===== src/hdl/sms_host_pkg.sv =====
//==================================================
// Shared definitions for the console host wrapper
// Data and address widths, host download port,
// sector host return bundle, backup state encoding
//==================================================
package sms_host_pkg;

	// ==================================================
	// Widths with a meaning
	// ==================================================

	// One data byte on any of the buses
	typedef logic [7:0]  byte_t;

	// Cartridge ROM address, 4 MB space
	typedef logic [21:0] rom_addr_t;

	// Host download address as sent by the host
	typedef logic [24:0] dl_addr_t;

	// Offset inside one sector buffer
	typedef logic [8:0]  buf_addr_t;

	// Sector size, also the size of an optional image header
	localparam int SECTOR_BYTES = 512;

	// ==================================================
	// Bundles
	// ==================================================

	// Host download port
	typedef struct packed {
		logic     active;
		logic     wr;
		dl_addr_t addr;
		byte_t    data;
	} dl_port_t;

	// What the sector host hands back during a transfer
	typedef struct packed {
		logic      ack;
		logic      buff_wr;
		buf_addr_t buff_addr;
		byte_t     buff_data;
	} sd_host_t;

	// Backup transfer state
	typedef enum logic [1:0] {
		BK_IDLE = 2'd0,
		BK_LOAD = 2'd1,
		BK_SAVE = 2'd2
	} bk_state_e;

endpackage


===== src/hdl/cart_loader.sv =====
//==================================================
// Cartridge loader
// Toggle write handshake into external ROM,
// image mask and header learning,
// read address translation for the core
//==================================================
module cart_loader
	import sms_host_pkg::*;
(
	input  logic      clk_sys,
	input  logic      reset,
	input  dl_port_t  dl,
	output logic      ioctl_wait,
	output rom_addr_t rom_waddr,
	output byte_t     rom_wdata,
	output logic      rom_wr,
	input  logic      rom_we_ack,
	input  rom_addr_t rom_addr_in,
	output rom_addr_t rom_raddr
);

	localparam rom_addr_t HDR_OFFSET = rom_addr_t'(SECTOR_BYTES);
	localparam dl_addr_t  HDR_START  = dl_addr_t'(SECTOR_BYTES);
	localparam int        HDR_BIT    = $clog2(SECTOR_BYTES);

	logic      active_q;
	logic      dl_start;
	logic      dl_end;
	logic      dl_write;
	rom_addr_t dl_rom_addr;
	rom_addr_t rom_mask;
	rom_addr_t hdr_mask;
	logic      has_header;

	assign dl_start    = dl.active & ~active_q;
	assign dl_end      = ~dl.active & active_q;
	assign dl_write    = dl.active & dl.wr;
	assign dl_rom_addr = dl.addr[$bits(rom_addr_t)-1:0];

	// ==================================================
	// ROM write handshake
	// ==================================================

	always_ff @(posedge clk_sys) begin
		if (reset) begin
			active_q   <= 1'b0;
			ioctl_wait <= 1'b0;
			rom_wr     <= 1'b0;
			rom_waddr  <= '0;
		end else begin
			active_q <= dl.active;
			if (dl_write) begin
				// Each new byte flips the request and holds the host
				ioctl_wait <= 1'b1;
				rom_wr     <= ~rom_wr;
			end else if (ioctl_wait && (rom_wr == rom_we_ack)) begin
				ioctl_wait <= 1'b0;
				rom_waddr  <= rom_waddr + 1'b1;
			end
			// New image always starts at 0
			if (dl_start) begin
				rom_waddr <= '0;
			end
		end
	end

	always_ff @(posedge clk_sys) begin
		if (dl_write) begin
			rom_wdata <= dl.data;
		end
	end

	// ==================================================
	// Image size and header detection
	// ==================================================

	always_ff @(posedge clk_sys) begin
		if (reset) begin
			rom_mask   <= '1;
			hdr_mask   <= '1;
			has_header <= 1'b0;
		end else begin
			if (dl_write) begin
				rom_mask <= rom_mask | dl_rom_addr;
				hdr_mask <= hdr_mask | (dl_rom_addr - HDR_OFFSET);
				// Restart both masks at their first byte
				if (dl.addr == '0) begin
					rom_mask <= '0;
				end
				if (dl.addr == HDR_START) begin
					hdr_mask <= '0;
				end
			end
			// Byte count is an odd multiple of 512 with a header
			if (dl_end) begin
				has_header <= rom_waddr[HDR_BIT];
			end
		end
	end

	// Core reads skip the header and wrap at the image size
	always_comb begin
		if (has_header) begin
			rom_raddr = (rom_addr_in + HDR_OFFSET) & hdr_mask;
		end else begin
			rom_raddr = rom_addr_in & rom_mask;
		end
	end

endmodule


===== config.mk =====
export PLATFORM = sky130hd
export DESIGN_NAME = cart_loader
export DESIGN_NICKNAME = d
export VERILOG_FILES = /design/src/hdl/sms_host_pkg.sv /design/src/hdl/cart_loader.sv
export SDC_FILE = /design/constraint.sdc
export NUM_CORES = 1
export LEC_CHECK = 0
export BUFFER_PORTS_ARGS = -buffer_cell sky130_fd_sc_hd__buf_2
export CORE_ASPECT_RATIO = 0.9
export CORE_MARGIN = 5
export CORE_UTILIZATION = 32
export DETAILED_ROUTE_END_ITERATION = 6
export PLACE_DENSITY_LB_ADDON = 0.08
export SETUP_SLACK_MARGIN = 0.1
export SLEW_MARGIN = 20
export SYNTH_ARGS = -nofsm -noshare
export SYNTH_HDL_FRONTEND = slang
export SYNTH_SLANG_ARGS = --single-unit

===== constraint.sdc =====
create_clock -name clk_sys -period 2.7 [get_ports clk_sys]
set_clock_uncertainty 0.05 [all_clocks]
set_input_delay 0.54 -clock clk_sys [delete_from_list [all_inputs] [get_ports clk_sys]]
set_output_delay 0.54 -clock clk_sys [all_outputs]
set_load 0.01 [all_outputs]

==> impl_metrics.toml <==
[flow_run]
cap_violations = 0

[timing]
rsz0062_at_grt = "no"
fmax_mhz = 400
tns_ns = 0
hold_viol = 0
tightest_slew_ns = 0.654
relSlewSlack = 0.564
setup_viol_count_final = 0
fin_crit_sh = 0.927
post-route-min-period_ns = 2.50
drv_slew = 0

[setup_path]
crit_fanout = 3
max_stage_delay_ns = 0.35
critical_path_class = "primary input to output port"
path_delay_family = "simple AND/OR/NAND/NOR gates"
critPathRequiredTime_ns = 2.11
crit_chain = "buf_4 -> ha_4 -> nand4_1 -> nor4_2 -> buf_4 -> xor2_1 -> a31o_2 -> buf_6"
r2r_start = "rom_waddr[2]"
crit_slowest_cell = "nor4_2"
crit_path_start_kind = "primary input"
crit_path_start = "rom_addr_in[10]"
end_kind = "output port"
cp.arrival_ns = 1.91
path_buf_inv = 3
crit_top_cell = "buf_4"

[drt]
drc = 0
ant_nets = 0
postRouteWirelength_mm = 11.2
avgRoutedWirePerCell_um = 15.3
first_iter_violations = 173
dr.pass1.iters = 4
viasPerCell = 5.07
vias = 3699

[outcome]
status = "complete, no violations"

[cts]
cts_buffers = 9
clock_path_buffers = 2
postCtsHoldBufs = 0
cts.sink_count = 78
clock_latency_ns = 0.33
cts-htree-levels = 3
clkTransAtPathRegs_ns = 0.06
cts_tree = "built"
root_buffer = "clkbuf_16"

[yosys]
synth_top_area_frac = 0.357
ys_ff_latch = 78
netlist_top_cells_area = "dfxtp_1 36%, o21bai_1 6.7%, a21oi_1 6.6%"
synth_area_leader_cell = "dfxtp_1"
synth_warnings = 0
avgSynthCellArea_um2 = 8.79
synthesis.instances = 446
yosys.cell_types.count = 48
seq_area_frac_synth = 0.419
syn_area_mm2 = 0.00392
syn_nets = 509

[floorplan]
initial_core_util = 0.326
die_y_um = 115
die_width_um = 127
dieArea_mm2 = 0.0146
rows = 38
io_pins = 114
core-area_mm2 = 0.0120

[final_layout]
syn2layout_area_growth_pct = 29.2
num_antenna_cells = 0
drive_gt1_frac = 0.282
final_cell_area_mm2 = 0.00506
nets = 628
utilization = 0.421
layout_common_cells = "110 x buf_2, 70 x dfxtp_1, 52 x a21oi_1"
final_common_cell = "buf_2"
final_cells = 730

[global_routing]
gr-total-overflow = 0
grt_start_max_net_pins = 37
track_usage = 0.155
grt_pass1_vias = 3543
antenna_found_initial = 0
grt_first_pass_wirelength_mm = 18.0

[placement]
post_dp_cell_area_mm2 = 0.00473
place_congestion = 0.759
io_buffers = 113
hpwl_mm = 8.11
placedCellCount = 712

[pwr]
clockPowerShare = 0.453
p_switching_w = 0.000605
powerDensity_mw_per_mm2 = 522
peakVddDrop_mv = 0.297
combPwrFrac = 0.098
p_int_w = 0.00204
leakage_nw = 2.17
switching_share = 0.229
p_seq_frac = 0.450

[hold_path]
min_path_type = "primary input to flop"
min_from = "dl[5]"
-- registers in the layout, summed over array words and instances (netlist names) --
signal,count
active_q,1
has_header,1
hdr_mask,22
ioctl_wait,1
rom_mask,22
rom_waddr,22
rom_wdata,8
rom_wr,1
-- final timing paths --
| check | end | slack, ns | cells past startpoint |
|---|---|---|---|
| setup / recovery | rom_raddr[21] | 0.20 | 8 |
| hold reg to reg | has_header | 0.43 | 2 |
| hold / removal | rom_wdata[5] | 0.33 | 1 |
| setup reg to reg | rom_waddr[15] | 0.92 | 5 |
-- layer usage --
metal  GRT usage  wire [µm]  share of wire
met1       0.222       5650           0.50
met2       0.231       4860           0.43
met3      0.0376        571          0.051
met4      0.0450        122          0.011
met5           0          0              0
-- repair_timing --
item / in CTS / in global routing
setup buffers: 0 / 2
pin swaps: 0 / 4
gates cloned: 0 / 0
resized for setup: 1 / 6
endpoints found under the setup margin: 1 / 2
-- power groups by stage --
stage / registers (W) / clock network, W / logic [W]
finish: 0.00119 / 0.00120 / 0.000258
global placement: 0.00121 / 0 / 0.000250
detailed placement: 0.00121 / 0 / 0.000253
global route: 0.00119 / 0.00129 / 0.000286
floorplan: 0.00122 / 0 / 0.000115
CTS: 0.00119 / 0.00124 / 0.000255
-- logic make-up after synthesis --
logic type,after synthesis,synth area share
buffers and inverters,35,0.0370
flip-flops,78,0.419
AND/OR/NAND/NOR,164,0.236
AO/OA/AOI/OAI,131,0.215
XOR/XNOR,22,0.0511
adder cells (fa/ha/maj),3,0.00957
multiplexers,13,0.0332
-- cells in the mapped netlist, drive strengths merged --
cell / number
nand3: 17
a21oi: 52
o21ai: 10
edfxtp: 8
and4: 3
and3: 6
o311ai: 1
xor2: 11
nor4: 18
nor2b: 10
a21boi: 1
a221o: 2
o21bai: 35
nand2b: 3
nor3b: 1
nand4b: 1
nor2: 32
nand4: 11
ha: 3
a21o: 1
buf: 8
a31o: 4
and2: 3
o21a: 5
o22ai: 4
or4: 15
nand2: 29
a31oi: 1
or3: 6
inv: 9
dfxtp: 70
nor3: 7
o31ai: 12
o31a: 2
xnor2: 11
clkbuf: 18
nand3b: 2
mux2i: 13
o211a: 1
-- through the flow --
step | total power [W] | hold slack (ns) | setup slack [ns]
2_1_floorplan | 0.00133 | 0.406 | 0.382
5_1_grt | 0.00277 | 0.318 | 0.101
4_1_cts | 0.00268 | 0.321 | 0.175
3_5_place_dp | 0.00147 | 0.422 | 0.113
6_report | 0.00264 | 0.334 | 0.198
3_3_place_gp | 0.00146 | 0.410 | 0.0978
-- final cells by class --
type                    instances  area (µm²)
inverters                       9        33.8
repair buffers                134         734
clock inverters                 1        30.0
well taps                     160         200
fillers                      1223        6960
flip-flops and latches         78        1640
multi-input cells             333        2170
clock buffers                  15         258
Note: power is estimated with default switching activity, not from simulation.
