$ cat config.mk
export PLATFORM = sky130hd
export DESIGN_NAME = ce_sequencer
export DESIGN_NICKNAME = d
export VERILOG_FILES = /design/src/hdl/ce_sequencer.sv
export SDC_FILE = /design/constraint.sdc
export NUM_CORES = 1
export LEC_CHECK = 0
export BUFFER_PORTS_ARGS = -buffer_cell sky130_fd_sc_hd__buf_2
export CAP_MARGIN = 40
export CORE_AREA = 2 2 39 41
export DETAILED_ROUTE_END_ITERATION = 6
export DIE_AREA = 0 0 41 43
export MAX_ROUTING_LAYER = met4
export PLACE_DENSITY = 0.61
export SLEW_MARGIN = 20
export SYNTH_ARGS = -nofsm -noshare
export SYNTH_HDL_FRONTEND = slang
export SYNTH_SLANG_ARGS = --single-unit
$ cat constraint.sdc
create_clock -name clk_sys -period 1.3 [get_ports clk_sys]
set_input_delay 0.065 -clock clk_sys [delete_from_list [all_inputs] [get_ports clk_sys]]
set_output_delay 0.065 -clock clk_sys [all_outputs]
set_load 0.01 [all_outputs]
$ cat src/hdl/ce_sequencer.sv
//==================================================
// Clock-enable sequencer for the console core
// 30-phase counter with registered CPU, VDP,
// pixel and sprite enables
//==================================================
module ce_sequencer (
	input  logic clk_sys,
	input  logic reset,
	output logic ce_cpu,
	output logic ce_vdp,
	output logic ce_pix,
	output logic ce_sp
);

	localparam logic [4:0] LAST_PHASE = 5'd29;

	logic [4:0] phase;

	always_ff @(posedge clk_sys) begin
		if (reset) begin
			phase  <= 5'd0;
			ce_cpu <= 1'b0;
			ce_vdp <= 1'b0;
			ce_pix <= 1'b0;
			ce_sp  <= 1'b0;
		end else begin
			phase <= (phase == LAST_PHASE) ? 5'd0 : phase + 5'd1;
			// Sprite engine runs at half rate
			ce_sp  <= phase[0];
			ce_cpu <= 1'b0;
			ce_vdp <= 1'b0;
			ce_pix <= 1'b0;
			// VDP every 5, pixel every 10, CPU every 15 with shifted phase
			case (phase)
				5'd4, 5'd14: ce_vdp <= 1'b1;
				5'd9: begin
					ce_cpu <= 1'b1;
					ce_vdp <= 1'b1;
					ce_pix <= 1'b1;
				end
				5'd19, 5'd29: begin
					ce_vdp <= 1'b1;
					ce_pix <= 1'b1;
				end
				5'd24: begin
					ce_cpu <= 1'b1;
					ce_vdp <= 1'b1;
				end
				default: ;
			endcase
		end
	end

endmodule

==> results of run 1 <==
## area by class of cell
class | instances | share of cell area [%]
multi-input cells | 26 | 42.82
flip-flops and latches | 9 | 37.18
repair buffers | 7 | 8.205
clock buffers | 4 | 5.385
well taps | 16 | 4.103
inverters | 3 | 2.308
## per-layer routing
metal | vias up | routed length, um
met2 | 10 | 247
li1 | 154 | -
met5 | - | 0
met1 | 129 | 288
met3 | 2 | 40
met4 | 0 | 15
## per-stage QoR
| step | power (uW) | std cells | cell area [sq um] | setup slack (ns) |
|---|---|---|---|---|
| floorplan | 343.3 | 41 | 426.7 | 0.1018 |
| global placement | 361.2 | 61 | 460.4 | 0.07440 |
| detailed placement | 362.0 | 61 | 460.4 | 0.07584 |
| CTS | 580.3 | 65 | 486.7 | 0.05706 |
| global route | 606.8 | 65 | 488.0 | 0.02720 |
| finish | 574.6 | 65 | 488.0 | 0.1009 |
## flip-flops by register name, indices dropped and copies added, names as in the netlist
name	flops
ce_pix	1
ce_sp	1
ce_vdp	1
phase	5
ce_cpu	1
## report_power, final
part           internal (uW)  switching (uW)
clock network            118             101
logic                   29.4            27.2
registers                287            11.7
## critical path, stage by stage (launching register included)
cell and delay, ns:
dfxtp_1 0.38, inv_1 0.08, ha_1 0.19, mux2_1 0.28, nand3b_1 0.08, a31oi_1 0.08
## kinds of logic (layout without fill, tap and decap cells)
family / after synthesis / in the layout / synth area share [%]
and+or+nand+nor: 13 / 13 / 17.30
DFF: 9 / 9 / 42.23
buffers and inverters: 6 / 14 / 8.796
adders and majority gates: 4 / 4 / 11.73
xor gates and xnor gates: 4 / 4 / 8.213
AOI/OAI and AO/OA: 3 / 3 / 6.745
muxes: 2 / 2 / 4.985
## cell usage in the layout (no fill, tap or decap), types with 2 or more instances in the layout
cell and n:
nand3_1 2, buf_2 5, buf_4 2, dfxtp_1 8, xnor2_1 2, inv_1 3, clkbuf_4 3, ha_1 4
xor2_1 2, nor2_1 7
## worst paths after layout
| check | from | end | slack [ns] | cells past startpoint |
|---|---|---|---|---|
| setup / recovery | phase[1] | ce_vdp | 0.10 | 5 |
| hold / removal | reset | ce_sp | 0.02 | 2 |
| setup reg to reg | phase[1] | ce_vdp | 0.10 | 5 |
| hold reg to reg | phase[0] | ce_sp | 0.52 | 2 |
==> impl_metrics.ini, run 1 <==
[clocking]
post_cts_resize_count = 0
cts_buffers = 3
clockRootBuffer = clkbuf_4
cts_max_level = 1
post_cts_buffers = 0
cts_hold_buf = 0
clkSlewWorstSetupHoldPaths_ns = 0.06
cts_tree = built
clkSinkCount = 9
ctsLongestPathBuffers = 2
clk_latency_ns = 0.26

[timing]
period_minus_slack_ns = 1.199
drv_slew = 0
hold_viol_final = 0
fin_setup_tns_ns = 0
max_freq_mhz = 834.0
worst-slew-pin-transition_ns = 0.2989
slew_headroom_pct = 80.04
finalCritPeriodShare_pct = 92.24
grt_setup_unrepaired = no
worst_hold_slack_ns = 0.02112
clock_skew_ns = 0.002623
setup-violations-final = 0

[global_route]
grtUsageMet2_pct = 10.31
grt.overflow.total = 0
antenna_found_initial = 0
grt_max_degree = 10
globalRouteMet3Util_pct = 4.712
grt.total_usage_pct = 9.269
busiest_layer = met1
grt_use_met1_pct = 11.61
grt_pass1_vias = 241
grt_pass1_wl_um = 986

[logic_synthesis]
syn_nets = 47
ys_ff_latch = 9
post_synth.cell_area_avg_sq_um = 10.41
async_flop_share_pct = 0
synth_ff_type = dfxtp_1
yosysWarnings = 0
synth_top_area_share_pct = 42.23
synth_largest_area_cell = dfxtp_1
synthTopCellsByArea = dfxtp_1, ha_1, nor2_1
yosysSeqAreaShare_pct = 42.23
synth_edf_count = 0
synth_area_sq_um = 426.7
ys_types = 18
yosysMostFrequentCell = dfxtp_1
synth_cells = 41
synth_common_cells = dfxtp_1, nor2_1, ha_1

[place]
port_buffers = 5
gp_congestion = 0.6904

[critical_path]
path_max_fanout = 4
arrival_ns = 1.35
start_kind = flip-flop
crit_path_end_kind = flip-flop
worstPathRequired_ns = 1.45
critPathKind = reg2reg

[cells_and_area]
multiInputGateArea_sq_um = 209.0
postLayoutCoreUtil_pct = 35.26
syn2layout_area_growth_pct = 14.37
layout.nets = 56
seqCellArea_sq_um = 181.4
drive_gt1_share_pct = 24.49
diodes = 0
num-fill-cells = 145

[floorplanning]
num_io_pins = 6
placement_rows = 14
floorplan.die_area_sq_mm = 0.001763
chipWidth_um = 41
core-area_sq_mm = 0.001384
die_h_um = 43
initial_core_util_pct = 30.83

[power]
peakVddDrop_mv = 0.3005
power_density_mw_per_mm2 = 1178
p_leak_uw = 0.0002110

[routing]
first_pass_iters = 2
viasPerCell = 4.538
drtIter0Drc = 6
wirelength_um = 592
drcViolationCount = 0
wl_per_cell_um = 9.108
num_vias = 295
final_antenna_net_count = 0

[outcome]
status = finished, final reports clean

[run]
max_cap_viol_count = 0

[worst_hold_path]
hp-class = in2reg
No activity file was read; power rests on OpenSTA's default activity.
==> inputs of run 2 (changes only) <==
- ABC_AREA: default -> 1
- clock period: 1.3 -> 1 ns (I/O delays scaled with it)
==> run 2 against run 1 <==
Effect of this change: the run now ends with setup timing left; critical path depth is 3 higher; core utilization increased by 8.9 points; worst hold slack improved by 0.47 ns; fmax rose by 13%; count of clock-buffer cells in the layout unchanged; combinational power up 75%; largest cell class unchanged.
==> impl_metrics.ini, run 2 <==
[cells_and_area]
finalNonFillerCells = 92
final_common_cell = nand2_1
largest_reg_flops = 5
top_register = phase
syn2layout_area_growth_pct = 43.95
layout.nets = 83
drive_gt1_share_pct = 34.21
layout_common_cells = nand2_1, inv_1, dfxtp_1, buf_4
diodes = 0

[routing]
drtIter0Drc = 3
first_pass_iters = 2
viasPerCell = 4.283
num_vias = 394
wirelength_um = 764
wl_per_cell_um = 8.304
drcViolationCount = 0
final_antenna_net_count = 0

[clocking]
clk_latency_ns = 0.26
clkSlewWorstSetupHoldPaths_ns = 0.06
ctsLongestPathBuffers = 2
clockRootBuffer = clkbuf_4
cts_max_level = 1
cts_buffers = 3
cts_tree = built
clkSinkCount = 9

[place]
port_buffers = 5
hpwlAfterDp_um = 544
dpl.cell_count = 85
gp_congestion = 0.7409

[logic_synthesis]
synth_common_cells = nand2_1, inv_1, dfxtp_1
ys_ff_latch = 9
yosysSeqAreaShare_pct = 42.48
yosysWarnings = 0
synthTopCellsByArea = dfxtp_1, nand2_1, ha_1
synth_area_sq_um = 424.2
synth_ff_type = dfxtp_1
yosysMostFrequentCell = nand2_1
synth_cells = 59
async_flop_share_pct = 0
ys_types = 10
synth_top_area_share_pct = 42.48
synth_edf_count = 0
syn_nets = 65
post_synth.cell_area_avg_sq_um = 7.189
synth_largest_area_cell = dfxtp_1

[critical_path]
cpMostUsedCell = nor2_2
critPathKind = reg2reg
worstPathCellList = inv_4, ha_4, nand2_4, nor2_2, nor2_2, nand3_1, nand2_1, inv_1
max_stage_delay_ns = 0.38
crit_buf_inv = 2
worstPathRequired_ns = 1.16
cpMaxStageDelayCell = dfxtp_4
arrival_ns = 1.22
path_max_fanout = 4
cp_top_family = flip-flops
crit_path_end_kind = flip-flop
start_kind = flip-flop

[timing]
max_freq_mhz = 942.6
drv_slew = 0
setup-violations-final = 8
hold_viol_final = 0
slew_headroom_pct = 83.83
finalCritPeriodShare_pct = 106.1
period_minus_slack_ns = 1.061
worst-slew-pin-transition_ns = 0.2425
worst_hold_slack_ns = 0.4928
fin_setup_tns_ns = -0.2290
setup_ws_ns = -0.06085
grt_setup_unrepaired = yes
clock_skew_ns = 0.006331

[outcome]
status = finished, violations left
violations = setup timing

[floorplanning]
chipWidth_um = 41
floorplan.die_area_sq_mm = 0.001763
placement_rows = 14
die_h_um = 43
initial_core_util_pct = 30.65
core-area_sq_mm = 0.001384
num_io_pins = 6

[global_route]
grt_pass1_vias = 348
antenna_found_initial = 0
grt_max_degree = 6
grt.total_usage_pct = 11.42
grt.overflow.total = 0
grt_pass1_wl_um = 1248

[power]
peakVddDrop_mv = 0.6964
finalPower_uw = 762.6
p_leak_uw = 0.0003004
power_density_mw_per_mm2 = 1249

[worst_hold_path]
hp-class = reg2reg

[run]
max_cap_viol_count = 0
run 2: timing repair:
| action | CTS | global route |
|---|---|---|
| hold endpoints to repair | 2 | 0 |
| setup buffers | 2 | 0 |
| hold buffers | 1 | 0 |
| setup endpoints to repair | 8 | 8 |
| pin swaps | 0 | 6 |
| gates cloned | 0 | 0 |
| gates resized for setup | 0 | 4 |
run 2: where the power goes:
group | total (uW) | switching, uW | internal, uW
sequential | 392 | 19.6 | 372
combinational | 99.0 | 46.5 | 52.5
clock | 272 | 119 | 153
run 2: cell type report:
class	instances	area [sq um]
clock buffers	4	26.28
multi-input cells	40	246.5
flip-flops and latches	9	187.7
well taps	16	20.02
inverters	10	42.54
fillers	140	773.2
repair buffers	13	87.58
run 2: worst paths after layout:
check / from / endpoint / slack, ns / cells past startpoint
max reg2reg: phase[1] / ce_vdp / -0.06 / 8
min: phase[3] / phase[3] / 0.49 / 2
max: phase[1] / ce_vdp / -0.06 / 8
min reg2reg: phase[3] / phase[3] / 0.49 / 2
run 2: worst register-to-register path, cell delays in order, from the launching register on:
cell,delay (ns)
dfxtp_4,0.38
inv_4,0.04
ha_4,0.16
nand2_4,0.06
nor2_2,0.04
nor2_2,0.12
nand3_1,0.07
nand2_1,0.07
inv_1,0.03
run 2: routing by layer:
layer  vias to the layer above  GRT usage (%)  part of all wire [%]
li1                        217              -                     -
met3                         0          9.424                   7.7
met2                         9          17.81                    52
met4                         0          4.000                     0
met1                       168          9.646                    40
met5                         -              -                     0
run 2: logic make-up after synthesis:
kind of cell	synth area share, %
buffers and inverters	8.851
AOI/OAI and AO/OA	5.604
DFF	42.48
and+or+nand+nor	31.27
adders and majority gates	11.80
run 2: through the flow:
stage	utilization (%)	area [sq um]	worst slack (ns)
2_1_floorplan	-	464.2	-0.02291
3_3_place_gp	39.51	546.8	-0.08161
3_5_place_dp	39.51	546.8	-0.09562
4_1_cts	43.22	598.1	-0.08806
5_1_grt	44.12	610.6	-0.1507
6_report	44.12	610.6	-0.06085
==> inputs of run 3 (changes only) <==
- PLACE_DENSITY: 0.61 -> 0.59
- clock period: 1 -> 1.3 ns (I/O delays scaled with it)
==> run 3 against run 2 <==
Effect of this change: the flow now finishes without violations; cell count fell by 7.6%; count of clock-buffer cells in the layout did not move; die area did not move; clock power fell by 21%; register-to-register slack improved by 0.19 ns; largest power group unchanged.
==> impl_metrics.ini, run 3 (synthesis results as in run 2) <==
[outcome]
status = finished, final reports clean

[timing]
setup_ws_ns = 0.1340
worst-slew-pin-transition_ns = 0.2776
clock_skew_ns = 0.003970
finalCritPeriodShare_pct = 89.69
setup-violations-final = 0
slew_headroom_pct = 81.49
hold_viol_final = 0
drv_slew = 0
grt_setup_unrepaired = no
max_freq_mhz = 857.6
period_minus_slack_ns = 1.166
fin_setup_tns_ns = 0

[worst_hold_path]
hp-class = reg2reg
hold_path_depth = 1

[global_route]
grt_max_degree = 8
grt_pass1_wl_um = 1276
grt_pass1_vias = 316
grt.overflow.total = 0
grt.total_usage_pct = 11.83
antenna_found_initial = 0

[place]
pre_cts_slack_ns = 0.04660
gp_congestion = 0.7932
hpwlAfterDp_um = 580.8
port_buffers = 5

[critical_path]
crit_path_end_kind = flip-flop
start_kind = flip-flop
startpoint = phase[1]
path_max_fanout = 5
r2r_setup_slack_ns = 0.13
worstPathRequired_ns = 1.47
r2r_cells = 8
reg2reg_from = phase[1]
critPathCapture = ce_vdp
arrival_ns = 1.33
r2r-end = ce_vdp
critPathKind = reg2reg

[floorplanning]
num_io_pins = 6
chipWidth_um = 41
initial_core_util_pct = 30.65
die_h_um = 43
core-area_sq_mm = 0.001384
placement_rows = 14
floorplan.die_area_sq_mm = 0.001763

[cells_and_area]
layout.nets = 76
num-fill-cells = 156
syn2layout_area_growth_pct = 20.35
drive_gt1_share_pct = 15.94
layout_common_cells = nand2_1, inv_1, nor2_1
diodes = 0
largest_reg_flops = 5
top_register = phase
final_common_cell = nand2_1

[routing]
wl_per_cell_um = 8.871
wirelength_um = 754
final_antenna_net_count = 0
first_pass_iters = 2
viasPerCell = 4.412
drcViolationCount = 0
num_vias = 375
drtIter0Drc = 5

[power]
switching_share_pct = 24.13
power.internal_uw = 424.6
power_density_mw_per_mm2 = 1096
p_leak_uw = 0.0002541
combPwrFrac_pct = 8.2
peakVddDrop_mv = 0.4534
p_sw_uw = 135.1
p_clk_share_pct = 38.5
share_seq_of_total_power_pct = 53.2

[clocking]
cts_max_level = 1
clkSlewWorstSetupHoldPaths_ns = 0.06
clkSinkCount = 9
cts_tree = built
ctsLongestPathBuffers = 2
clockRootBuffer = clkbuf_4
cts_buffers = 3
post_cts_buffers = 0
clk_latency_ns = 0.26

[run]
max_cap_viol_count = 0
## run 3: cell types whose count changed in the layout (fill, tap and decap cells not counted), sizes merged
cell  before  now
buf       12    5
## run 3: per-stage QoR
step	utilization [%]	hold slack (ns)	area, sq um	power (uW)	cells
floorplan	-	0.1374	424.2	333.8	59
global placement	33.91	0.2592	469.2	345.9	80
detailed placement	33.91	0.2580	469.2	347.7	80
CTS	36.53	0.5018	505.5	566.9	85
global route	36.89	0.4963	510.5	592.0	85
finish	36.89	0.4767	510.5	559.6	85
## run 3: what timing repair did
action                                  in CTS  in global routing
gates resized for setup                      0                  3
endpoints found under the hold margin        2                  0
endpoints found under the setup margin       0                  2
hold buffers                                 1                  0
## run 3: layer usage
metal | vias up | global-route usage, % | share of wire, %
li1 | 201 | - | -
met1 | 163 | 12.86 | 44
met2 | 9 | 15.00 | 46
met3 | 2 | 9.424 | 9.0
met4 | 0 | 6.000 | 1.2
met5 | - | - | 0
## run 3: cell type report
class	instances	area (sq um)	area share, %
clock buffer	4	26.28	5.147
timing repair buffer	6	35.03	6.863
tap	16	20.02	3.922
sequential	9	185.2	36.27
multi-input combinational	40	206.4	40.44
inverter	10	37.54	7.353
## run 3: worst min path at each step
| stage | from | endpoint | slack (ns) |
|---|---|---|---|
| global placement | reset | ce_cpu | 0.26 |
| detailed placement | reset | ce_cpu | 0.26 |
| global route | phase[0] | phase[0] | 0.50 |
| CTS | phase[3] | phase[3] | 0.50 |
| finish | phase[0] | phase[0] | 0.48 |
| floorplan | reset | ce_cpu | 0.14 |
## run 3: power groups by stage
stage / combinational (uW) / clock (uW) / sequential [uW]
after detailed placement: 44.1 / 0 / 304
final: 46.0 / 216 / 298
after global placement: 43.0 / 0 / 303
after global routing: 55.5 / 236 / 300
after floorplan: 31.5 / 0 / 302
after CTS: 46.8 / 223 / 297
## run 3: critical path, cell delays in order (launching register included)
cell and delay [ns]:
dfxtp_4 0.36, inv_1 0.06, ha_1 0.20, nand2_1 0.10, nor2_1 0.05, nor2_1 0.12
nand3_1 0.09, nand2_1 0.06, inv_1 0.03
