File: config.mk
export PLATFORM = sky130hd
export DESIGN_NAME = backup_ctrl
export DESIGN_NICKNAME = d
export VERILOG_FILES = /design/src/hdl/sms_host_pkg.sv /design/src/hdl/backup_ctrl.sv
export SDC_FILE = /design/constraint.sdc
export NUM_CORES = 1
export LEC_CHECK = 0
export BUFFER_PORTS_ARGS = -buffer_cell sky130_fd_sc_hd__buf_2
export CORE_MARGIN = 2
export CORE_UTILIZATION = 39
export CTS_CLUSTER_SIZE = 30
export DETAILED_ROUTE_END_ITERATION = 8
export MAX_ROUTING_LAYER = met4
export PLACE_DENSITY = 0.81
export SLEW_MARGIN = 15
export SYNTH_ARGS = -nofsm -noshare
export SYNTH_HDL_FRONTEND = slang
export SYNTH_SLANG_ARGS = --single-unit
File: constraint.sdc
create_clock -name clk_sys -period 1.8 [get_ports clk_sys]
set_clock_uncertainty 0.2 [all_clocks]
set_input_delay 0.54 -clock clk_sys [delete_from_list [all_inputs] [get_ports clk_sys]]
set_output_delay 0.54 -clock clk_sys [all_outputs]
set_load 0.02 [all_outputs]
File: src/hdl/sms_host_pkg.sv
//==================================================
// Shared definitions for the console host wrapper
// Data and address widths, host download port,
// sector host return bundle, backup state encoding
//==================================================
package sms_host_pkg;

	// ==================================================
	// Widths with a meaning
	// ==================================================

	// One data byte on any of the buses
	typedef logic [7:0]  byte_t;

	// Cartridge ROM address, 4 MB space
	typedef logic [21:0] rom_addr_t;

	// Host download address as sent by the host
	typedef logic [24:0] dl_addr_t;

	// Offset inside one sector buffer
	typedef logic [8:0]  buf_addr_t;

	// Sector size, also the size of an optional image header
	localparam int SECTOR_BYTES = 512;

	// ==================================================
	// Bundles
	// ==================================================

	// Host download port
	typedef struct packed {
		logic     active;
		logic     wr;
		dl_addr_t addr;
		byte_t    data;
	} dl_port_t;

	// What the sector host hands back during a transfer
	typedef struct packed {
		logic      ack;
		logic      buff_wr;
		buf_addr_t buff_addr;
		byte_t     buff_data;
	} sd_host_t;

	// Backup transfer state
	typedef enum logic [1:0] {
		BK_IDLE = 2'd0,
		BK_LOAD = 2'd1,
		BK_SAVE = 2'd2
	} bk_state_e;

endpackage

File: src/hdl/backup_ctrl.sv
//==================================================
// Backup RAM controller
// Backup enable and dirty flag, sector load and
// save sequencing, core reset generation
//==================================================
module backup_ctrl
	import sms_host_pkg::*;
#(
	parameter int NVRAM_AW = 15
)
(
	input  logic       clk_sys,
	input  logic       reset,
	input  logic       dl_active,
	input  logic       img_mounted,
	input  logic       img_readonly,
	input  logic       img_nonempty,
	input  logic       bk_load_req,
	input  logic       bk_save_req,
	input  logic       core_we,
	input  sd_host_t   sd,
	output logic       sd_rd,
	output logic       sd_wr,
	output logic [5:0] sd_lba,
	output logic       core_reset,
	output logic       bk_ena,
	output logic       bk_pending
);

	// Sectors per backup image
	localparam int         SECTORS  = 2 ** (NVRAM_AW - $clog2(SECTOR_BYTES));
	localparam logic [5:0] LAST_LBA = 6'(SECTORS - 1);

	bk_state_e state;
	logic      dl_active_q;
	logic      load_q;
	logic      save_q;
	logic      ack_q;
	logic      dl_start;
	logic      dl_end;
	logic      load_rise;
	logic      save_rise;

	assign dl_start  = dl_active & ~dl_active_q;
	assign dl_end    = ~dl_active & dl_active_q;
	assign load_rise = bk_ena & bk_load_req & ~load_q;
	assign save_rise = bk_ena & bk_save_req & ~save_q;

	// dl_active_q bridges the cycle before the automatic load starts
	assign core_reset = reset | dl_active | dl_active_q | (state == BK_LOAD);

	// ==================================================
	// Backup enable and dirty flag
	// ==================================================

	always_ff @(posedge clk_sys) begin
		if (reset) begin
			bk_ena     <= 1'b0;
			bk_pending <= 1'b0;
		end else begin
			if (dl_start) begin
				bk_ena <= 1'b0;
			end
			// Save image is mounted while the cartridge streams in
			if (dl_active && img_mounted && !img_readonly) begin
				bk_ena <= 1'b1;
			end
			if (bk_ena && core_we) begin
				bk_pending <= 1'b1;
			end else if (state != BK_IDLE) begin
				bk_pending <= 1'b0;
			end
		end
	end

	// ==================================================
	// Sector transfer
	// ==================================================

	always_ff @(posedge clk_sys) begin
		if (reset) begin
			state       <= BK_IDLE;
			dl_active_q <= 1'b0;
			load_q      <= 1'b0;
			save_q      <= 1'b0;
			ack_q       <= 1'b0;
			sd_rd       <= 1'b0;
			sd_wr       <= 1'b0;
			sd_lba      <= '0;
		end else begin
			dl_active_q <= dl_active;
			load_q      <= bk_load_req;
			save_q      <= bk_save_req;
			ack_q       <= sd.ack;

			// Host took the request
			if (sd.ack && !ack_q) begin
				sd_rd <= 1'b0;
				sd_wr <= 1'b0;
			end

			case (state)
				BK_IDLE: begin
					if ((dl_end && img_nonempty && bk_ena) || load_rise) begin
						state  <= BK_LOAD;
						sd_lba <= '0;
						sd_rd  <= 1'b1;
					end else if (save_rise) begin
						state  <= BK_SAVE;
						sd_lba <= '0;
						sd_wr  <= 1'b1;
					end
				end
				default: begin
					// Sector done on the falling edge of ack
					if (!sd.ack && ack_q) begin
						if (sd_lba == LAST_LBA) begin
							state <= BK_IDLE;
						end else begin
							sd_lba <= sd_lba + 6'd1;
							sd_rd  <= (state == BK_LOAD);
							sd_wr  <= (state == BK_SAVE);
						end
					end
				end
			endcase
		end
	end

endmodule

==> metrics.txt, run 1 <==
P_leak=0.412 nW; vias in the first global route=723; Required @ worst endpoint=1060 ps; Final setup viols=0; Yosys cell types=36; clock sinks=16; post-place setup slack=-102 ps; slowest stage delay, CP=160 ps; DP HPWL=1310 um; # IOs=39; Worst Tran Pin Value=368 ps; filler cell count=202; Post-synth EDFFs=0; worst hold path type=primary input to register; WL per Instance=12.4 um; clk root buf=clkbuf_4; Synth area leader=dfxtp_1; Rel. slew slack=0.754; grt total ovfl=0; max frequency=558 MHz; hold slack final=291 ps; post-DR vias/cell=5.30; Max Root-Sink Buffers=2; Setup crit end kind=primary output; Mapped Area=779 um^2; crit path time final=1790 ps; outcome=finished, final reports clean; CTS tree=yes; largest fanout on the critical path=2; DRC=0; Post-synth ARST share=0; Hold Path Depth=2; largest net degree at the start of global routing=18; Vias=748; area occupied by multi-input gates=447 um^2; syn avg cell area=9.28 um^2; crit share post-route=0.995; crit start category=primary input; CP max-delay cell=nor3_4; Die Width=48.7 um; flop2flop setup slack=70 ps; most used routing layer=met2; total track usage=0.174; DRC marker count from the first detailed-route iteration=8; CTS HTree Levels=1; ys flop type=dfxtp_1; Slew Limit Fails=0; Seq cells post-synth=16; Sequential cell area=322 um^2; Post-Syn Instances=84; clk_lat worst skew=290 ps; core area=1920 um^2; area grow syn2layout=31.1%; Cell Pwr Density=621 nW/um^2; Post-Route WL=1740 um; leading cell types by total area after synthesis=dfxtp_1 41%, a21oi_1 4.5%, nand3_1 4.5%; routability congestion estimate from global placement=0.813; reg2reg end=sd_lba[0]$_SDFFE_PP0P_; setup ws final=8.72 ps; M3 GR Usage=0.0494; most common cell after layout, fill and taps aside=buf_2; starting density of the core=0.406; Fin. Hold Viols=0; Clock transition at path regs=80 ps; synth warn=0; Port Buffers=20; nets@finish=145; met1 Track Usage GR=0.189; Detailed Routing Iterations Pass 1=4; FF-to-FF Start=sd_lba[1]$_SDFFE_PP0P_; layout cell share with drive strength beyond 1=0.404; worst path cell trace=buf_8 -> nor3_4 -> o21ai_1 -> buf_4; top cell type's share of synthesized area=0.411; register area share after synthesis=0.411; worst reg-to-reg path cell count=5; Num CTS Buffers=3; n_diodes=0; Arr. time, crit path=1050 ps; die area=2370 um^2; cell row count=16; syn_nets=113; RSZ-0062 raised after global routing=true; hold wc startpoint=bk_save_req; critical path class=primary input to primary output; maxcap violations=0; Peak VDD IR=0.000376 V; first-pass GRT wire length=3080 um; most frequent cells in the layout=17 x buf_2, 15 x dfxtp_1, 10 x buf_4; Routed Antenna Nets=0; die height=48.7 um; initial antenna violation count=0; Pwr Total=0.635 mW; Hold EP=save_q$_SDFF_PP0_; GRT met2 Usage=0.283
## Yosys cell counts (2+ instances only)
cell type,number
nand2b_1,2
nor2_1,4
o21ai_0,4
nand2_1,3
inv_1,3
nand3_1,7
a21oi_1,7
a31oi_1,4
nor2b_1,5
nor3_1,2
dfxtp_1,16
a221oi_1,2
a22oi_1,2
## metrics by stage
step | cell area (um^2) | util | cells | setup TNS [ps]
after floorplan | 782 | - | 84 | 0
after global placement | 961 | 0.500 | 137 | -338
after detailed placement | 961 | 0.500 | 137 | -478
after CTS | 1010 | 0.526 | 140 | -0.965
after global routing | 1020 | 0.532 | 141 | -23.6
final | 1020 | 0.532 | 141 | 0
## how the worst max path moves through the flow
stage / startpoint / endpoint / slack, ps / cells past startpoint
6_report: dl_active / core_reset / 9 / 4
5_1_grt: dl_active / core_reset / -20 / 4
4_1_cts: reset / core_reset / -1 / 4
3_5_place_dp: sd[18] / sd_lba[0]$_SDFFE_PP0P_ / -100 / 5
3_3_place_gp: dl_active / core_reset / -90 / 4
2_1_floorplan: sd_lba[0]$_SDFFE_PP0P_ / sd_lba[0]$_SDFFE_PP0P_ / 10 / 5
## worst max-delay path, delay by kind of cell
family / cells / cell delay, ps
AO/OA/AOI/OAI: 1 / 90
AND/OR/NAND/NOR: 1 / 160
buffers and inverters: 2 / 260
## timing repair
| action | 4_1_cts | 5_1_grt |
|---|---|---|
| gates resized for setup | 7 | 1 |
| hold buffers | 0 | 0 |
| buffers inserted | 0 | 1 |
| endpoints found under the setup margin | 1 | 1 |
| pin swaps | 1 | 1 |
## power by group
part           leakage (nW)  internal [mW]  switching (mW)  total, mW
logic                 0.267         0.0376          0.0406     0.0782
registers             0.131          0.363         0.00682      0.369
clock network        0.0138         0.0779           0.109      0.187
total                 0.412          0.478           0.157      0.635
## routing by layer
layer	wire length, um	vias up
li1	-	372
met1	732	351
met3	90	4
met5	0	-
met4	36	0
met2	882	21
## cells by family (layout without fill, tap and decap cells)
kind of cell | Yosys count | in the layout | synth area share
AND/OR/NAND/NOR | 36 | 36 | 0.283
adder cells (fa/ha/maj) | 1 | 1 | 0.0160
AO/OA/AOI/OAI | 26 | 26 | 0.257
flip-flops | 16 | 16 | 0.411
buffers and inverters | 5 | 35 | 0.0337
## cell type report
| class | count | share of cell area |
|---|---|---|
| multi-input combinational | 63 | 0.437 |
| inverter | 3 | 0.0110 |
| tap | 27 | 0.0330 |
| sequential | 16 | 0.315 |
| clock buffer | 3 | 0.0220 |
| timing repair buffer | 29 | 0.182 |
## state kept, by name (all words and copies together), names as in the netlist
signal / cells
bk_ena: 1
state: 2
ack_q: 1
dl_active_q: 1
sd_rd: 1
load_q: 1
sd_wr: 1
bk_pending: 1
save_q: 1
sd_lba: 6
No activity file was read; power rests on OpenSTA's default activity.
==> run 2, diff against run 1 <==
--- a/config.mk
+++ b/config.mk
@@ -5,7 +5,7 @@
 export SDC_FILE = /design/constraint.sdc
 export NUM_CORES = 1
 export LEC_CHECK = 0
-export BUFFER_PORTS_ARGS = -buffer_cell sky130_fd_sc_hd__buf_2
+export BUFFER_PORTS_ARGS = -buffer_cell sky130_fd_sc_hd__buf_4
 export CORE_MARGIN = 2
 export CORE_UTILIZATION = 39
 export CTS_CLUSTER_SIZE = 30
==> run 2 against run 1 <==
Compared with the run above:
- the run now ends with setup timing left
- fmax shrank 0.55%
- worst setup slack lost 9.9 ps
- hold slack got worse by 28 ps
- critical path depth stayed put
- sequential share of layout area is 1.2 points lower
- flip-flop and latch count unchanged
- register-to-register slack hardly changed
- routed wire length is 4.1% higher
- critical endpoint unchanged
- largest cell class unchanged
- largest power group unchanged
==> metrics.txt, run 2 (synthesized netlist as in run 1, its figures left out) <==
Placed Cells=138 (+0.73%); vias in the first global route=724 (+0.14%); DRC marker count from the first detailed-route iteration=8 (unchanged); initial antenna violation count=0 (unchanged); crit path time final=1800 ps (+9.87 ps); Post-CTS Setup Inserts=0 (unchanged); largest fanout on the critical path=2 (unchanged); n_diodes=0 (unchanged); CP Depth=4 (unchanged); Die Width=48.7 um (unchanged); top flop regs=sd_lba (6), state (2); grt total ovfl=0 (unchanged); clock sinks=16 (unchanged); max frequency=555 MHz (-0.55%); Fin. Hold Viols=0 (unchanged); DP HPWL=1360 um (+3.8%); Sequential cell area=327 um^2 (+1.6%); CTS tree=yes; Max Root-Sink Buffers=2 (unchanged); outcome=finished, violations left; critical path class=primary input to primary output; post-place setup slack=-68.5 ps (+33.1 ps); Rel. slew slack=0.757 (+0.00238); cell row count=16 (unchanged); Required @ worst endpoint=1060 ps (about the same); RSZ-0062 raised after global routing=true; Clock transition at path regs=100 ps (+20 ps); WL per Instance=12.8 um (+3.4%); crit share post-route=1.00 (+0.00549); # IOs=39 (unchanged); max reg flops=6 (unchanged); Routed Antenna Nets=0 (unchanged); starting density of the core=0.406 (unchanged); Hold Path Depth=2 (unchanged); filler cell count=188 (-6.9%); Slew Limit Fails=0 (unchanged); most common cell after layout, fill and taps aside=buf_4; Arr. time, crit path=1060 ps (about the same); slowest stage delay, CP=170 ps (about the same); largest register by flop count=sd_lba; crit start category=primary input; nets@finish=145 (unchanged); core area=1920 um^2 (unchanged); first-pass GRT wire length=3060 um (-0.91%); post-DR vias/cell=5.25 (-1.1%); clk_lat worst skew=290 ps (about the same); setup ws final=-1.16 ps (-9.87 ps); total track usage=0.171 (-0.00314); Finished Layout Cells=142 (+0.71%); layout cell share with drive strength beyond 1=0.426 (+0.0226); area grow syn2layout=38.5%; worst path cell trace=buf_6 -> nor3_4 -> o21ai_1 -> buf_4; CP max-delay cell=nor3_4; largest net degree at the start of global routing=18 (unchanged); Port Buffers=20 (unchanged); Cell Area, Placed=1020 um^2 (+6.0%); Peak VDD IR=0.000487 V (+29%); die area=2370 um^2 (unchanged); Vias=745 (-0.40%); Final setup viols=1 (+1); Final Cell Area=1080 um^2 (+5.6%); worst reg-to-reg path cell count=5 (unchanged); Post-Route WL=1810 um (+4.1%); area occupied by multi-input gates=447 um^2 (unchanged); maxcap violations=0 (unchanged); Setup crit end kind=primary output; Num CTS Buffers=3 (unchanged); most frequent cells in the layout=27 x buf_4, 13 x dfxtp_1, 7 x nand3_1, 7 x a21oi_1, 5 x nor2b_1; Hold-fix buffers, CTS=0 (unchanged); CTS HTree Levels=1 (unchanged); clk root buf=clkbuf_4; DRC=0 (unchanged); Cell Pwr Density=639 nW/um^2 (+2.9%); Worst Tran Pin Value=364 ps (-3.56 ps); P_leak=0.423 nW (+2.8%); die height=48.7 um (unchanged); violated checks=setup timing; Detailed Routing Iterations Pass 1=4 (unchanged); CP Buf/Inv Count=2 (unchanged); worst hold path type=primary input to register; routability congestion estimate from global placement=0.815 (+0.17%); delay-heaviest family, CP=buffers and inverters
==> run 2: cell types whose count changed in the layout (fill, tap and decap cells not counted), sizes merged <==
cell / change
clkbuf: +1
==> run 2: report_power, final <==
part	total, mW	switching [mW]	internal (mW)
Sequential	0.369	0.00747	0.362
Combinational	0.0823	0.0402	0.0421
Clock	0.238	0.115	0.123
Total	0.690	0.163	0.527
==> run 2: per-stage QoR <==
step	hold slack [ps]	power, mW	utilization	setup TNS (ps)
2_1_floorplan	318	0.418	-	0
3_3_place_gp	287	0.454	0.530	-167
3_5_place_dp	292	0.456	0.530	-206
4_1_cts	263	0.692	0.553	0
5_1_grt	280	0.729	0.562	-54.7
6_report	264	0.690	0.562	-1.16
==> run 2: worst reg2reg max path, stage by stage (launching register included) <==
cell	delay, ps
dfxtp_2	350
ha_2	200
and3_4	200
a211o_4	350
or3_1	330
o21ai_2	60
==> run 2: path summary, 6_finish.rpt <==
path / start / end / slack [ps]
worst max register to register: sd_lba[1]$_SDFFE_PP0P_ / sd_lba[0]$_SDFFE_PP0P_ / 70
worst min register to register: sd_lba[1]$_SDFFE_PP0P_ / sd_lba[1]$_SDFFE_PP0P_ / 300
worst max-delay path: reset / core_reset / -1
worst min-delay path: bk_load_req / load_q$_SDFF_PP0_ / 260
==> run 2: cell type report <==
class | count | share of cell area
multi-input cells | 63 | 0.414
flip-flops and latches | 16 | 0.302
clock buffers | 4 | 0.0336
inverters | 3 | 0.0104
well taps | 27 | 0.0313
repair buffers | 29 | 0.209
==> run 2: what timing repair did <==
| item | CTS | global route |
|---|---|---|
| resized for setup | 4 | 5 |
| pin swaps | 0 | 1 |
| endpoints found under the setup margin | 1 | 2 |
==> run 2: layer usage <==
layer	global-route usage	wire length, um
met2	0.281	887
met3	0.0370	83
met4	0.0905	44
met5	-	0
met1	0.193	798
==> run 3, diff against run 2 <==
--- a/config.mk
+++ b/config.mk
@@ -5,13 +5,14 @@
 export SDC_FILE = /design/constraint.sdc
 export NUM_CORES = 1
 export LEC_CHECK = 0
+export ABC_AREA = 1
 export BUFFER_PORTS_ARGS = -buffer_cell sky130_fd_sc_hd__buf_4
 export CORE_MARGIN = 2
-export CORE_UTILIZATION = 39
+export CORE_UTILIZATION = 41
 export CTS_CLUSTER_SIZE = 30
 export DETAILED_ROUTE_END_ITERATION = 8
 export MAX_ROUTING_LAYER = met4
-export PLACE_DENSITY = 0.81
+export PLACE_DENSITY = 0.82
 export SLEW_MARGIN = 15
 export SYNTH_ARGS = -nofsm -noshare
 export SYNTH_HDL_FRONTEND = slang
==> run 3 against run 2 <==
Compared with the run above:
- the run now ends clean
- area after synthesis rose by 10%
- worst setup slack gained 49 ps
- sequential power grew 14%
- fmax up 2.8%
- count of clock-buffer cells in the layout unchanged
- routed wire length down 0.50%
- global-route usage fell by 0.49 points
- sequential share of layout area fell by 1.2 points
- combinational power rose to 4.1 times the previous value
- largest cell class unchanged
==> metrics.txt, run 3 <==
Cell Pwr Density=894 nW/um^2 (+40%); total track usage=0.166 (-0.00488); Finished Layout Cells=176 (+24%); grt total ovfl=0 (unchanged); max frequency=571 MHz (+2.8%); filler cell count=187 (-0.53%); CP max-delay cell=buf_4; crit share post-route=0.974 (-0.0271); layout cell share with drive strength beyond 1=0.268 (-0.158); Routed Antenna Nets=0 (unchanged); worst reg-to-reg path cell count=8 (+3); Arr. time, crit path=1010 ps (-50 ps); syn avg cell area=6.97 um^2 (-25%); Rel. slew slack=0.785 (+0.0284); Hold Path Depth=3 (+1); Detailed Routing Iterations Pass 1=4 (unchanged); Pwr Total=0.994 mW (+44%); worst hold path type=primary input to register; leading cell types by total area after synthesis=dfxtp_1 37%, nand2_1 12%, inv_1 7.9%; outcome=finished, final reports clean; Reg power frac=0.423 (-0.112); # IOs=39 (unchanged); synth warn=0 (unchanged); internal power=0.650 mW (+23%); max reg flops=6 (unchanged); n_diodes=0 (unchanged); largest net degree at the start of global routing=12 (-6); initial antenna violation count=0 (unchanged); maxcap violations=0 (unchanged); die area=2470 um^2 (+4.2%); clk_lat worst skew=290 ps (about the same); post-DR vias/cell=4.78 (-8.9%); combinational share of power=0.338 (+0.219); Seq cells post-synth=16 (unchanged); Post-CTS Setup Inserts=0 (unchanged); Post-synth ARST share=0 (unchanged); Required @ worst endpoint=1060 ps (about the same); RSZ-0062 raised after global routing=false; clk root buf=clkbuf_4; top cell type's share of synthesized area=0.374 (-0.0372); top flop regs=sd_lba (6), state (2); WL per Instance=10.3 um (-20%); most common cell after layout, fill and taps aside=nand2_1; Slew Limit Fails=0 (unchanged); Fin. Hold Viols=0 (unchanged); CTS HTree Levels=1 (unchanged); Max Root-Sink Buffers=2 (unchanged); slowest stage delay, CP=160 ps (about the same); most common cell in the netlist=nand2_1; starting density of the core=0.437 (+0.0313); Worst Tran Pin Value=322 ps (-42.1 ps); worst path cell trace=buf_6 -> nor3_2 -> o21ai_1 -> buf_4; core area=1960 um^2 (+2.1%); DP HPWL=1360 um (+0.60%); ys flop type=dfxtp_1; sw power=0.344 mW (+110%); area occupied by multi-input gates=463 um^2 (+3.6%); sw frac=0.346 (+0.110); cell row count=16 (unchanged); crit path time final=1750 ps (-48.7 ps); Hold-fix buffers, CTS=0 (unchanged); first-pass GRT wire length=3040 um (-0.46%); Final Util=0.566 (+0.00448); CTS tree=yes; Synth area leader=dfxtp_1; Die Width=49.7 um (+2.1%); register area share after synthesis=0.374 (-0.0372); largest register by flop count=sd_lba; largest fanout on the critical path=2 (unchanged); DRC marker count from the first detailed-route iteration=11 (+3); Vias=841 (+13%); crit start category=primary input; area grow syn2layout=29.6%; Post-Route WL=1810 um (-0.50%); die height=49.7 um (+2.1%); DRC=0 (unchanged); Placed Cells=172 (+25%); Final setup viols=0 (-1); Yosys cell types=22 (-39%); P_leak=0.498 nW (+18%); most frequent cells in the layout=27 x nand2_1, 22 x buf_4, 18 x inv_1; Mapped Area=857 um^2 (+10%); syn_nets=152 (+35%); Commonest cells post-synth=27 x nand2_1, 18 x inv_1, 16 x dfxtp_1; routability congestion estimate from global placement=0.841 (+3.2%); nets@finish=179 (+23%); hold slack final=248 ps (-15.9 ps); Setup crit end kind=primary output; Peak VDD IR=0.000501 V (+2.9%); Num CTS Buffers=3 (unchanged); Post-Syn Instances=123 (+46%); Clock power frac=0.240 (-0.105); Post-synth EDFFs=0 (unchanged); critical path class=primary input to primary output; Clock transition at path regs=100 ps (about the same); clock sinks=16 (unchanged); Port Buffers=20 (unchanged); Sequential cell area=323 um^2 (-1.1%); vias in the first global route=754 (+4.1%)
## run 3: logic make-up (layout without fill, tap and decap cells)
group           Yosys count  in the layout  synth area share
fa+ha+maj                 1              1            0.0146
buf+inv                  20             46            0.0920
simple gates             65             65             0.368
flops                    16             16             0.374
compound gates           20             20             0.142
xor+xnor                  1              1            0.0102
## run 3: per-stage QoR
stage	setup TNS, ps	worst slack (ps)	cell area [um^2]
finish	0	47.5	1110
global placement	-25.6	-25.6	1060
floorplan	0	91.1	857
detailed placement	-9.11	-9.11	1060
CTS	0	0.247	1100
global route	0	0.394	1110
## run 3: layout make-up
class                      count  area share
multi-input combinational     87       0.417
sequential                    16       0.291
timing repair buffer          24       0.169
inverter                      18      0.0608
clock buffer                   4      0.0327
tap                           27      0.0304
## run 3: path summary, 6_finish.rpt
path / startpoint / to / slack, ps
min reg2reg: bk_pending$_SDFFE_PP0P_ / bk_pending$_SDFFE_PP0P_ / 280
max: reset / core_reset / 50
min: bk_save_req / save_q$_SDFF_PP0_ / 250
max reg2reg: sd_lba[1]$_SDFFE_PP0P_ / sd_lba[0]$_SDFFE_PP0P_ / 130
## run 3: per-layer routing
| layer | wire length (um) | global-route usage |
|---|---|---|
| met2 | 902 | 0.262 |
| met4 | 58 | 0.116 |
| met3 | 47 | 0.0182 |
| met5 | 0 | - |
| met1 | 796 | 0.196 |
## run 3: power by group through the flow
stage / logic [mW] / registers, mW / clock network, mW
2_1_floorplan: 0.186 / 0.460 / 0
3_3_place_gp: 0.322 / 0.426 / 0
3_5_place_dp: 0.329 / 0.428 / 0
4_1_cts: 0.332 / 0.420 / 0.243
5_1_grt: 0.368 / 0.426 / 0.268
6_report: 0.336 / 0.420 / 0.238
## run 3: worst max-delay path: cells and delay by family
kind	cells	cell delay, ps
AOI/OAI and AO/OA	1	80
buffers and inverters	2	250
and+or+nand+nor	1	150
## run 3: repair_timing
action | 4_1_cts | 5_1_grt
cloned | 0 | 0
pin swaps | 0 | 1
setup endpoints to repair | 1 | 1
gates resized for setup | 2 | 4
